--- config.mk ---
export PLATFORM = sky130hd
export DESIGN_NAME = div_top
export DESIGN_NICKNAME = d
export VERILOG_FILES = /design/src/common/div_pkg.sv /design/src/hw/div_cmd_in.sv /design/src/divider/div_core.sv /design/src/hw/div_rsp_out.sv /design/src/hw/div_top.sv
export VERILOG_INCLUDE_DIRS = /design/src /design/src/common
export SDC_FILE = /design/constraint.sdc
export NUM_CORES = 1
export LEC_CHECK = 0
export BUFFER_PORTS_ARGS = -buffer_cell sky130_fd_sc_hd__buf_4
export CORE_ASPECT_RATIO = 1.75
export CORE_MARGIN = 4
export CORE_UTILIZATION = 40
export CTS_CLUSTER_SIZE = 25
export DETAILED_ROUTE_END_ITERATION = 10
export SLEW_MARGIN = 15
export SYNTH_ARGS = -nofsm -noshare
export SYNTH_HDL_FRONTEND = slang
export SYNTH_HIERARCHICAL = 1
export SYNTH_SLANG_ARGS = --single-unit
--- constraint.sdc ---
create_clock -name clk_i -period 14.4 [get_ports clk_i]
set_clock_uncertainty 0.2 [all_clocks]
set_input_delay 0 -clock clk_i [delete_from_list [all_inputs] [get_ports clk_i]]
set_output_delay 0 -clock clk_i [all_outputs]
set_load 0.02 [all_outputs]
--- src/common/div_cfg.svh ---
// Divider width, iteration count, latency and register map
`ifndef DIV_CFG_SVH
`define DIV_CFG_SVH

// ====================
// Datapath
// ====================
`define DIV_XLEN    32
`define DIV_STEPS   16
`define DIV_LATENCY 18

// ====================
// Register map
// ====================
`define DIV_ADDR_W       5
`define DIV_REG_DIVIDEND 5'h00
`define DIV_REG_DIVISOR  5'h04
`define DIV_REG_CTRL     5'h08
`define DIV_REG_RESULT   5'h0C
`define DIV_REG_STATUS   5'h10

`endif

--- src/common/div_pkg.sv ---
// Opcode and state enums, core request and response structs, AXI response codes
`include "div_cfg.svh"

package div_pkg;

	// Bit 1 selects signed, bit 0 selects remainder
	typedef enum logic [1:0] {
		DIVU = 2'd0,
		REMU = 2'd1,
		DIV  = 2'd2,
		REM  = 2'd3
	} div_op_e;

	typedef enum logic [1:0] {
		IDLE,
		LOAD,
		ITER,
		FINISH
	} div_state_e;

	typedef struct packed {
		div_op_e              op;
		logic [`DIV_XLEN-1:0] dividend;
		logic [`DIV_XLEN-1:0] divisor;
	} div_req_t;

	typedef struct packed {
		logic [`DIV_XLEN-1:0] result;
	} div_rsp_t;

	typedef enum logic [1:0] {
		OKAY   = 2'b00,
		SLVERR = 2'b10
	} axi_resp_e;

endpackage

--- src/hw/div_cmd_in.sv ---
// AXI4-Lite write channels, operand registers and divider launch
`timescale 1ns/1ps
`include "div_cfg.svh"

module div_cmd_in (
	input  logic                     clk_i,
	input  logic                     rst_n_i,

	// AW, W and B channels
	input  logic [`DIV_ADDR_W-1:0]   s_awaddr_i,
	input  logic                     s_awvalid_i,
	output logic                     s_awready_o,
	input  logic [`DIV_XLEN-1:0]     s_wdata_i,
	input  logic [`DIV_XLEN/8-1:0]   s_wstrb_i,
	input  logic                     s_wvalid_i,
	output logic                     s_wready_o,
	output logic [1:0]               s_bresp_o,
	output logic                     s_bvalid_o,
	input  logic                     s_bready_i,

	// Core side
	input  logic                     busy_i,
	output logic                     start_o,
	output div_pkg::div_req_t        req_o,
	output logic [`DIV_XLEN-1:0]     dividend_o,
	output logic [`DIV_XLEN-1:0]     divisor_o
);
	import div_pkg::*;

	logic                 wr_hs;
	logic                 wr_full;
	logic                 wr_err;
	logic                 wr_commit;
	logic                 bvalid_q;
	axi_resp_e            bresp_q;
	logic [`DIV_XLEN-1:0] dividend_q;
	logic [`DIV_XLEN-1:0] divisor_q;

	// ====================
	// Address and data acceptance
	// ====================

	// Both channels are taken together, and only with no B response waiting
	assign wr_hs       = s_awvalid_i & s_wvalid_i & ~bvalid_q;
	assign s_awready_o = wr_hs;
	assign s_wready_o  = wr_hs;

	assign wr_full = (s_wstrb_i == '1);

	always_comb begin
		case (s_awaddr_i)
			`DIV_REG_DIVIDEND,
			`DIV_REG_DIVISOR,
			`DIV_REG_CTRL: wr_err = busy_i;
			default:       wr_err = 1'b1;
		endcase
	end

	// Partial writes get OKAY but leave the registers alone
	assign wr_commit = wr_hs & ~wr_err & wr_full;

	// ====================
	// Operand registers
	// ====================
	always_ff @(posedge clk_i) begin
		if (!rst_n_i) begin
			dividend_q <= '0;
			divisor_q  <= '0;
		end else if (wr_commit) begin
			if (s_awaddr_i == `DIV_REG_DIVIDEND)
				dividend_q <= s_wdata_i;
			if (s_awaddr_i == `DIV_REG_DIVISOR)
				divisor_q <= s_wdata_i;
		end
	end

	assign dividend_o = dividend_q;
	assign divisor_o  = divisor_q;

	// Launch in the acceptance cycle, opcode taken straight from the write data
	assign start_o = wr_commit & (s_awaddr_i == `DIV_REG_CTRL);

	always_comb begin
		req_o.op       = div_op_e'(s_wdata_i[1:0]);
		req_o.dividend = dividend_q;
		req_o.divisor  = divisor_q;
	end

	// ====================
	// Write response
	// ====================
	always_ff @(posedge clk_i) begin
		if (!rst_n_i) begin
			bvalid_q <= 1'b0;
			bresp_q  <= OKAY;
		end else if (wr_hs) begin
			bvalid_q <= 1'b1;
			bresp_q  <= wr_err ? SLVERR : OKAY;
		end else if (s_bready_i) begin
			bvalid_q <= 1'b0;
		end
	end

	assign s_bvalid_o = bvalid_q;
	assign s_bresp_o  = bresp_q;

endmodule

--- src/divider/div_core.sv ---
// Radix-4 restoring divider core with sign fix-up and RISC-V divide-by-zero rules
`timescale 1ns/1ps
`include "div_cfg.svh"

module div_core (
	input  logic              clk_i,
	input  logic              rst_n_i,
	input  logic              start_i,
	input  div_pkg::div_req_t req_i,
	output logic              busy_o,
	output logic              done_o,
	output div_pkg::div_rsp_t rsp_o
);
	import div_pkg::*;

	localparam int CNT_W = $clog2(`DIV_STEPS);

	div_state_e           state_q;
	logic [CNT_W-1:0]     cnt_q;

	// Request held for the whole division
	div_req_t             req_q;

	logic                 quo_neg_q;
	logic                 rem_neg_q;
	logic                 div_zero_q;
	logic [`DIV_XLEN-1:0] dvs_q;
	logic [`DIV_XLEN-1:0] quo_q;
	logic [`DIV_XLEN-1:0] rem_q;

	logic                 sign_a;
	logic                 sign_b;
	logic [`DIV_XLEN-1:0] abs_a;
	logic [`DIV_XLEN-1:0] abs_b;
	logic [`DIV_XLEN-1:0] rem_mid;
	logic [`DIV_XLEN-1:0] quo_mid;
	logic [`DIV_XLEN-1:0] rem_nxt;
	logic [`DIV_XLEN-1:0] quo_nxt;
	logic [`DIV_XLEN-1:0] quo_res;
	logic [`DIV_XLEN-1:0] rem_res;

	// One subtract-and-shift step. The top dividend bit moves into the
	// 33-bit shifted remainder, the trial bit comes back into the quotient
	function automatic void restore_step(
		input  logic [`DIV_XLEN-1:0] rem,
		input  logic [`DIV_XLEN-1:0] quo,
		input  logic [`DIV_XLEN-1:0] dvs,
		output logic [`DIV_XLEN-1:0] rem_out,
		output logic [`DIV_XLEN-1:0] quo_out
	);
		logic [`DIV_XLEN:0] shifted;
		logic [`DIV_XLEN:0] trial;
		shifted = {rem, quo[`DIV_XLEN-1]};
		trial   = shifted - {1'b0, dvs};
		if (trial[`DIV_XLEN]) begin
			// Negative, so keep the shifted remainder
			rem_out = shifted[`DIV_XLEN-1:0];
			quo_out = {quo[`DIV_XLEN-2:0], 1'b0};
		end else begin
			rem_out = trial[`DIV_XLEN-1:0];
			quo_out = {quo[`DIV_XLEN-2:0], 1'b1};
		end
	endfunction

	// ====================
	// Operand magnitudes
	// ====================
	assign sign_a = req_q.op[1] & req_q.dividend[`DIV_XLEN-1];
	assign sign_b = req_q.op[1] & req_q.divisor[`DIV_XLEN-1];
	assign abs_a  = sign_a ? -req_q.dividend : req_q.dividend;
	assign abs_b  = sign_b ? -req_q.divisor : req_q.divisor;

	// Two quotient bits per cycle
	always_comb begin
		restore_step(rem_q, quo_q, dvs_q, rem_mid, quo_mid);
		restore_step(rem_mid, quo_mid, dvs_q, rem_nxt, quo_nxt);
	end

	// ====================
	// Control FSM
	// ====================
	always_ff @(posedge clk_i) begin
		if (!rst_n_i) begin
			state_q <= IDLE;
			cnt_q   <= '0;
		end else begin
			case (state_q)
				IDLE: begin
					if (start_i)
						state_q <= LOAD;
				end
				LOAD: begin
					state_q <= ITER;
					cnt_q   <= '0;
				end
				ITER: begin
					cnt_q <= cnt_q + 1'b1;
					if (cnt_q == CNT_W'(`DIV_STEPS - 1))
						state_q <= FINISH;
				end
				default: state_q <= IDLE;
			endcase
		end
	end

	// ====================
	// Datapath
	// ====================
	always_ff @(posedge clk_i) begin
		if (state_q == IDLE && start_i)
			req_q <= req_i;
		if (state_q == LOAD) begin
			quo_neg_q  <= sign_a ^ sign_b;
			rem_neg_q  <= sign_a;
			div_zero_q <= (req_q.divisor == '0);
			quo_q      <= abs_a;
			dvs_q      <= abs_b;
			rem_q      <= '0;
		end
		if (state_q == ITER) begin
			quo_q <= quo_nxt;
			rem_q <= rem_nxt;
		end
	end

	// Sign fix-up; MIN / -1 already gives MIN with remainder zero here
	assign quo_res = quo_neg_q ? -quo_q : quo_q;
	assign rem_res = rem_neg_q ? -rem_q : rem_q;

	always_comb begin
		case (req_q.op)
			DIVU, DIV: rsp_o.result = div_zero_q ? '1 : quo_res;
			default:   rsp_o.result = div_zero_q ? req_q.dividend : rem_res;
		endcase
	end

	assign busy_o = (state_q != IDLE);
	assign done_o = (state_q == FINISH);

endmodule

--- src/hw/div_rsp_out.sv ---
// AXI4-Lite read channels with result register, sticky done flag and read mux
`timescale 1ns/1ps
`include "div_cfg.svh"

module div_rsp_out (
	input  logic                   clk_i,
	input  logic                   rst_n_i,

	// AR and R channels
	input  logic [`DIV_ADDR_W-1:0] s_araddr_i,
	input  logic                   s_arvalid_i,
	output logic                   s_arready_o,
	output logic [`DIV_XLEN-1:0]   s_rdata_o,
	output logic [1:0]             s_rresp_o,
	output logic                   s_rvalid_o,
	input  logic                   s_rready_i,

	// Core side
	input  logic                   busy_i,
	input  logic                   start_i,
	input  logic                   done_i,
	input  div_pkg::div_rsp_t      rsp_i,
	input  logic [`DIV_XLEN-1:0]   dividend_i,
	input  logic [`DIV_XLEN-1:0]   divisor_i
);
	import div_pkg::*;

	logic                 rd_hs;
	logic                 rvalid_q;
	axi_resp_e            rresp_q;
	logic [`DIV_XLEN-1:0] rdata_q;
	logic [`DIV_XLEN-1:0] result_q;
	logic                 done_q;
	logic [`DIV_XLEN-1:0] rd_data;
	axi_resp_e            rd_resp;

	// ====================
	// Result and status
	// ====================
	always_ff @(posedge clk_i) begin
		if (!rst_n_i) begin
			result_q <= '0;
			done_q   <= 1'b0;
		end else begin
			if (done_i)
				result_q <= rsp_i.result;
			if (start_i)
				done_q <= 1'b0;
			else if (done_i)
				done_q <= 1'b1;
		end
	end

	// Read decode, the finish cycle is already reported as done
	always_comb begin
		rd_data = '0;
		rd_resp = OKAY;
		case (s_araddr_i)
			`DIV_REG_DIVIDEND: rd_data = dividend_i;
			`DIV_REG_DIVISOR:  rd_data = divisor_i;
			`DIV_REG_RESULT:   rd_data = done_i ? rsp_i.result : result_q;
			`DIV_REG_STATUS: begin
				rd_data[0] = busy_i & ~done_i;
				rd_data[1] = done_q | done_i;
			end
			default: rd_resp = SLVERR;
		endcase
	end

	// ====================
	// Read response
	// ====================
	assign s_arready_o = ~rvalid_q;
	assign rd_hs       = s_arvalid_i & ~rvalid_q;

	always_ff @(posedge clk_i) begin
		if (!rst_n_i) begin
			rvalid_q <= 1'b0;
			rresp_q  <= OKAY;
			rdata_q  <= '0;
		end else if (rd_hs) begin
			rvalid_q <= 1'b1;
			rresp_q  <= rd_resp;
			rdata_q  <= rd_data;
		end else if (s_rready_i) begin
			rvalid_q <= 1'b0;
		end
	end

	assign s_rvalid_o = rvalid_q;
	assign s_rresp_o  = rresp_q;
	assign s_rdata_o  = rdata_q;

endmodule

--- src/hw/div_top.sv ---
// Divider top level with AXI4-Lite ports, write side, core and read side
`timescale 1ns/1ps
`include "div_cfg.svh"

module div_top (
	input  logic                   clk_i,
	input  logic                   rst_n_i,

	input  logic [`DIV_ADDR_W-1:0] s_awaddr_i,
	input  logic                   s_awvalid_i,
	output logic                   s_awready_o,
	input  logic [`DIV_XLEN-1:0]   s_wdata_i,
	input  logic [`DIV_XLEN/8-1:0] s_wstrb_i,
	input  logic                   s_wvalid_i,
	output logic                   s_wready_o,
	output logic [1:0]             s_bresp_o,
	output logic                   s_bvalid_o,
	input  logic                   s_bready_i,

	input  logic [`DIV_ADDR_W-1:0] s_araddr_i,
	input  logic                   s_arvalid_i,
	output logic                   s_arready_o,
	output logic [`DIV_XLEN-1:0]   s_rdata_o,
	output logic [1:0]             s_rresp_o,
	output logic                   s_rvalid_o,
	input  logic                   s_rready_i
);
	import div_pkg::*;

	logic                 core_start;
	div_req_t             core_req;
	logic                 core_busy;
	logic                 core_done;
	div_rsp_t             core_rsp;
	logic [`DIV_XLEN-1:0] reg_dividend;
	logic [`DIV_XLEN-1:0] reg_divisor;

	div_cmd_in u_cmd_in (
		.clk_i       (clk_i),
		.rst_n_i     (rst_n_i),
		.s_awaddr_i  (s_awaddr_i),
		.s_awvalid_i (s_awvalid_i),
		.s_awready_o (s_awready_o),
		.s_wdata_i   (s_wdata_i),
		.s_wstrb_i   (s_wstrb_i),
		.s_wvalid_i  (s_wvalid_i),
		.s_wready_o  (s_wready_o),
		.s_bresp_o   (s_bresp_o),
		.s_bvalid_o  (s_bvalid_o),
		.s_bready_i  (s_bready_i),
		.busy_i      (core_busy),
		.start_o     (core_start),
		.req_o       (core_req),
		.dividend_o  (reg_dividend),
		.divisor_o   (reg_divisor)
	);

	div_core u_core (
		.clk_i   (clk_i),
		.rst_n_i (rst_n_i),
		.start_i (core_start),
		.req_i   (core_req),
		.busy_o  (core_busy),
		.done_o  (core_done),
		.rsp_o   (core_rsp)
	);

	div_rsp_out u_rsp_out (
		.clk_i       (clk_i),
		.rst_n_i     (rst_n_i),
		.s_araddr_i  (s_araddr_i),
		.s_arvalid_i (s_arvalid_i),
		.s_arready_o (s_arready_o),
		.s_rdata_o   (s_rdata_o),
		.s_rresp_o   (s_rresp_o),
		.s_rvalid_o  (s_rvalid_o),
		.s_rready_i  (s_rready_i),
		.busy_i      (core_busy),
		.start_i     (core_start),
		.done_i      (core_done),
		.rsp_i       (core_rsp),
		.dividend_i  (reg_dividend),
		.divisor_i   (reg_divisor)
	);

endmodule

==> results by group <==
Placement
  • Buffers on Ports: 91
  • Post-DP Area: 20400 µm²
  • GPL Wtd Cong: 0.845
  • DP Worst Slack: 6660 ps
  • Detail Placement HPWL: 38600 µm

Worst setup path
  • Critical path type: reg -> reg
  • CP max stage delay: 500 ps
  • CP Capture Type: flop
  • Reg2reg setup slack: 6660 ps
  • Setup crit start kind: flop
  • Critical path's most frequent cell: inv_1
  • CP Max Fanout: 33
  • Worst EP required: 14490 ps
  • Crit path DAT: 7830 ps
  • Worst path slowest cell: buf_4

Final layout
  • # diodes: 0
  • Synthesis-to-layout area growth: 10.5%
  • Fin area: 21900 µm²
  • Reg area: 7740 µm²
  • Most common cell after layout, fill and taps aside: nand2_1
  • Footprint of the multi-input gates: 10800 µm²
  • Fillcell total: 4681
  • Share of cells above drive strength 1: 13.3%
  • Commonest non-fill, non-tap cells in the layout: 282 x nand2_1, 170 x mux2i_1, 165 x edfxtp_1
  • Post-Route Utilization: 44.9%
  • NumNets Final: 2230

Power and ir drop
  • Lkg Pwr: 8.73 nW
  • Pwr/cell area: 176 nW/µm²
  • Total power: 3.86 mW
  • Worst vdd ir: 0.116 mV

Yosys
  • Seq/Total Area, Yosys: 39.0%
  • Ys async rst share: 0%
  • Syn Std Cell Area: 19800 µm²
  • Flops & latches, synth: 304
  • Yosys cell types: 83
  • EDFF count, synth: 165
  • Syn. warnings: 6
  • Top-area cell type share of the netlist area: 25.0%
  • Post-synthesis average cell area: 9.59 µm²
  • Syn nets: 2197
  • Synth area leaders: edfxtp_1 25%, dfxtp_1 14%, mux2i_1 8.6%
  • Cells after Synth: 2069
  • Leading register cell type out of synthesis: edfxtp_1
  • Synth area leader: edfxtp_1

Global routing
  • Vias in the first global route: 15.6k
  • First-pass GRT wire length: 81600 µm
  • GR Util All Layers: 18.8%
  • Initial antenna violation count: 0
  • Largest net degree at the start of global routing: 99
  • Grt total ovfl: 0

Flow run
  • Max_cap viols: 0

Die
  • Die Wd: 176 µm
  • Std-Cell Rows: 107
  • Io pins: 94
  • Core area: 48900 µm²
  • Starting density of the core: 40.6%
  • Die ar.: 53400 µm²
  • DIE HEIGHT: 303 µm

Worst hold path
  • Hold crit path type: in -> reg

CTS
  • Setup bufs post-CTS: 0
  • Hold_buf cts: 60
  • Max Root-Sink Buffers: 3
  • Total CTS buffers: 27
  • Root buf cell: clkbuf_16
  • H-tree levels: 1
  • CTS tree: yes
  • CTS resizes: 0
  • Worst-path clk slew: 70 ps
  • CTS sink count: 304
  • Worst-Skew Late Latency: 560 ps

Timing
  • Final setup TNS: 0 ps
  • Worst-margin pin slew: 1040 ps
  • Final period utilization: 53.8%
  • Setup WS post-layout: 6660 ps
  • Slew Viols, Final: 0
  • Maximum clock frequency: 129 MHz
  • Setup violators final: 0
  • Worst rel slew slack: 29.7%
  • Min Tclk post-route: 7740 ps
  • Fin. Hold Viols: 0
  • RSZ-0062 raised after global routing: no

Detailed routing
  • DRT Pass-1 Iters: 7
  • Per-cell routed wire length: 18.5 µm
  • Antenna Nets Post-Route: 0
  • Drt initial violations: 777
  • Vias: 15.0k
  • Vias per inst: 5.41
  • Drc violations: 0
  • WL final: 51400 µm

Status
  • Status: completed
==> kinds of logic after synthesis <==
kind of cell               share of synthesized area [%]
and+or+nand+nor                                     16.1
AOI/OAI and AO/OA                                   15.7
DFF                                                 39.0
buffers and inverters                               6.92
muxes                                               10.2
xor gates and xnor gates                            7.24
adders and majority gates                           4.81
other                                             0.0378
==> synthesized netlist by cell type (30+ instances only) <==
cell type  count
ha_1          73
dfxtp_1      139
a21oi_1       99
xor2_1        79
buf_4         77
clkbuf_1      55
nor2b_2       30
o31ai_1       31
nor2_1        97
o22ai_1       32
xnor2_1       85
inv_1         64
o22a_1        30
o21ai_0      116
mux2i_1      170
a22oi_2       30
edfxtp_1     165
nand2_1      282
nor2b_1       48
==> state kept, by name (all words and copies together), names as in the netlist <==
signal and cells:
u_cmd_in/s_bresp_o 1, u_cmd_in/s_bvalid_o 1, u_core/dvs_q 32, u_core/rem_q 32
u_core/quo_q 32, u_cmd_in/divisor_o 32, u_rsp_out/s_rresp_o 1, u_core/rem_neg_q 1
u_core/div_zero_q 1, u_cmd_in/dividend_o 32, u_rsp_out/s_rvalid_o 1, u_rsp_out/done_q 1
u_rsp_out/result_q 32, u_core/req_q 66, u_rsp_out/s_rdata_o 32, u_core/cnt_q 4
u_core/state_q 2, u_core/quo_neg_q 1
==> final timing paths <==
kind                                              start                      to  cells after the start
worst max-delay path                   u_core/quo_q[31]         u_core/rem_q[5]                     26
worst min-delay path                      s_araddr_i[2]  u_rsp_out/s_rdata_o[0]                      4
worst max register to register         u_core/quo_q[31]         u_core/rem_q[5]                     26
worst min register to register  u_cmd_in/dividend_o[20]        u_core/req_q[52]                      0
==> final cells by class <==
cell class,instances,share of cell area [%]
well taps,654,3.73
clock buffers,34,3.63
flip-flops and latches,304,35.3
clock inverters,15,0.571
repair buffers,171,6.55
multi-input cells,1534,49.1
inverters,64,1.10
==> stage by stage <==
step           hold WS (ps)  cells
6_report               17.4   2776
5_1_grt                35.5   2776
4_1_cts                3.29   2775
3_5_place_dp           24.3   2666
3_3_place_gp           29.5   2666
2_1_floorplan         -71.8   2069
==> critical path: cells and delay by family (launching register included) <==
family / cells / cell delay, ps
compound gates: 11 / 3030
buf+inv: 5 / 1200
fa+ha+maj: 3 / 1020
xor+xnor: 2 / 580
simple gates: 3 / 520
mux: 2 / 500
flops: 1 / 370
==> per-layer routing <==
| metal | up-vias | GRT usage, % | routed length, µm |
|---|---|---|---|
| met1 | 7162 | 20.5 | 20000 |
| li1 | 7424 | - | - |
| met2 | 328 | 37.2 | 27900 |
| met5 | - | 0 | 0 |
| met4 | 0 | 7.28 | 2090 |
| met3 | 97 | 1.36 | 1420 |
==> report_power, final <==
part / internal (mW) / switching (mW) / total, mW
registers: 1.01 / 0.0758 / 1.09
clock network: 0.415 / 0.342 / 0.757
logic: 0.848 / 1.17 / 2.01
Note: power is estimated with default switching activity, not from simulation.
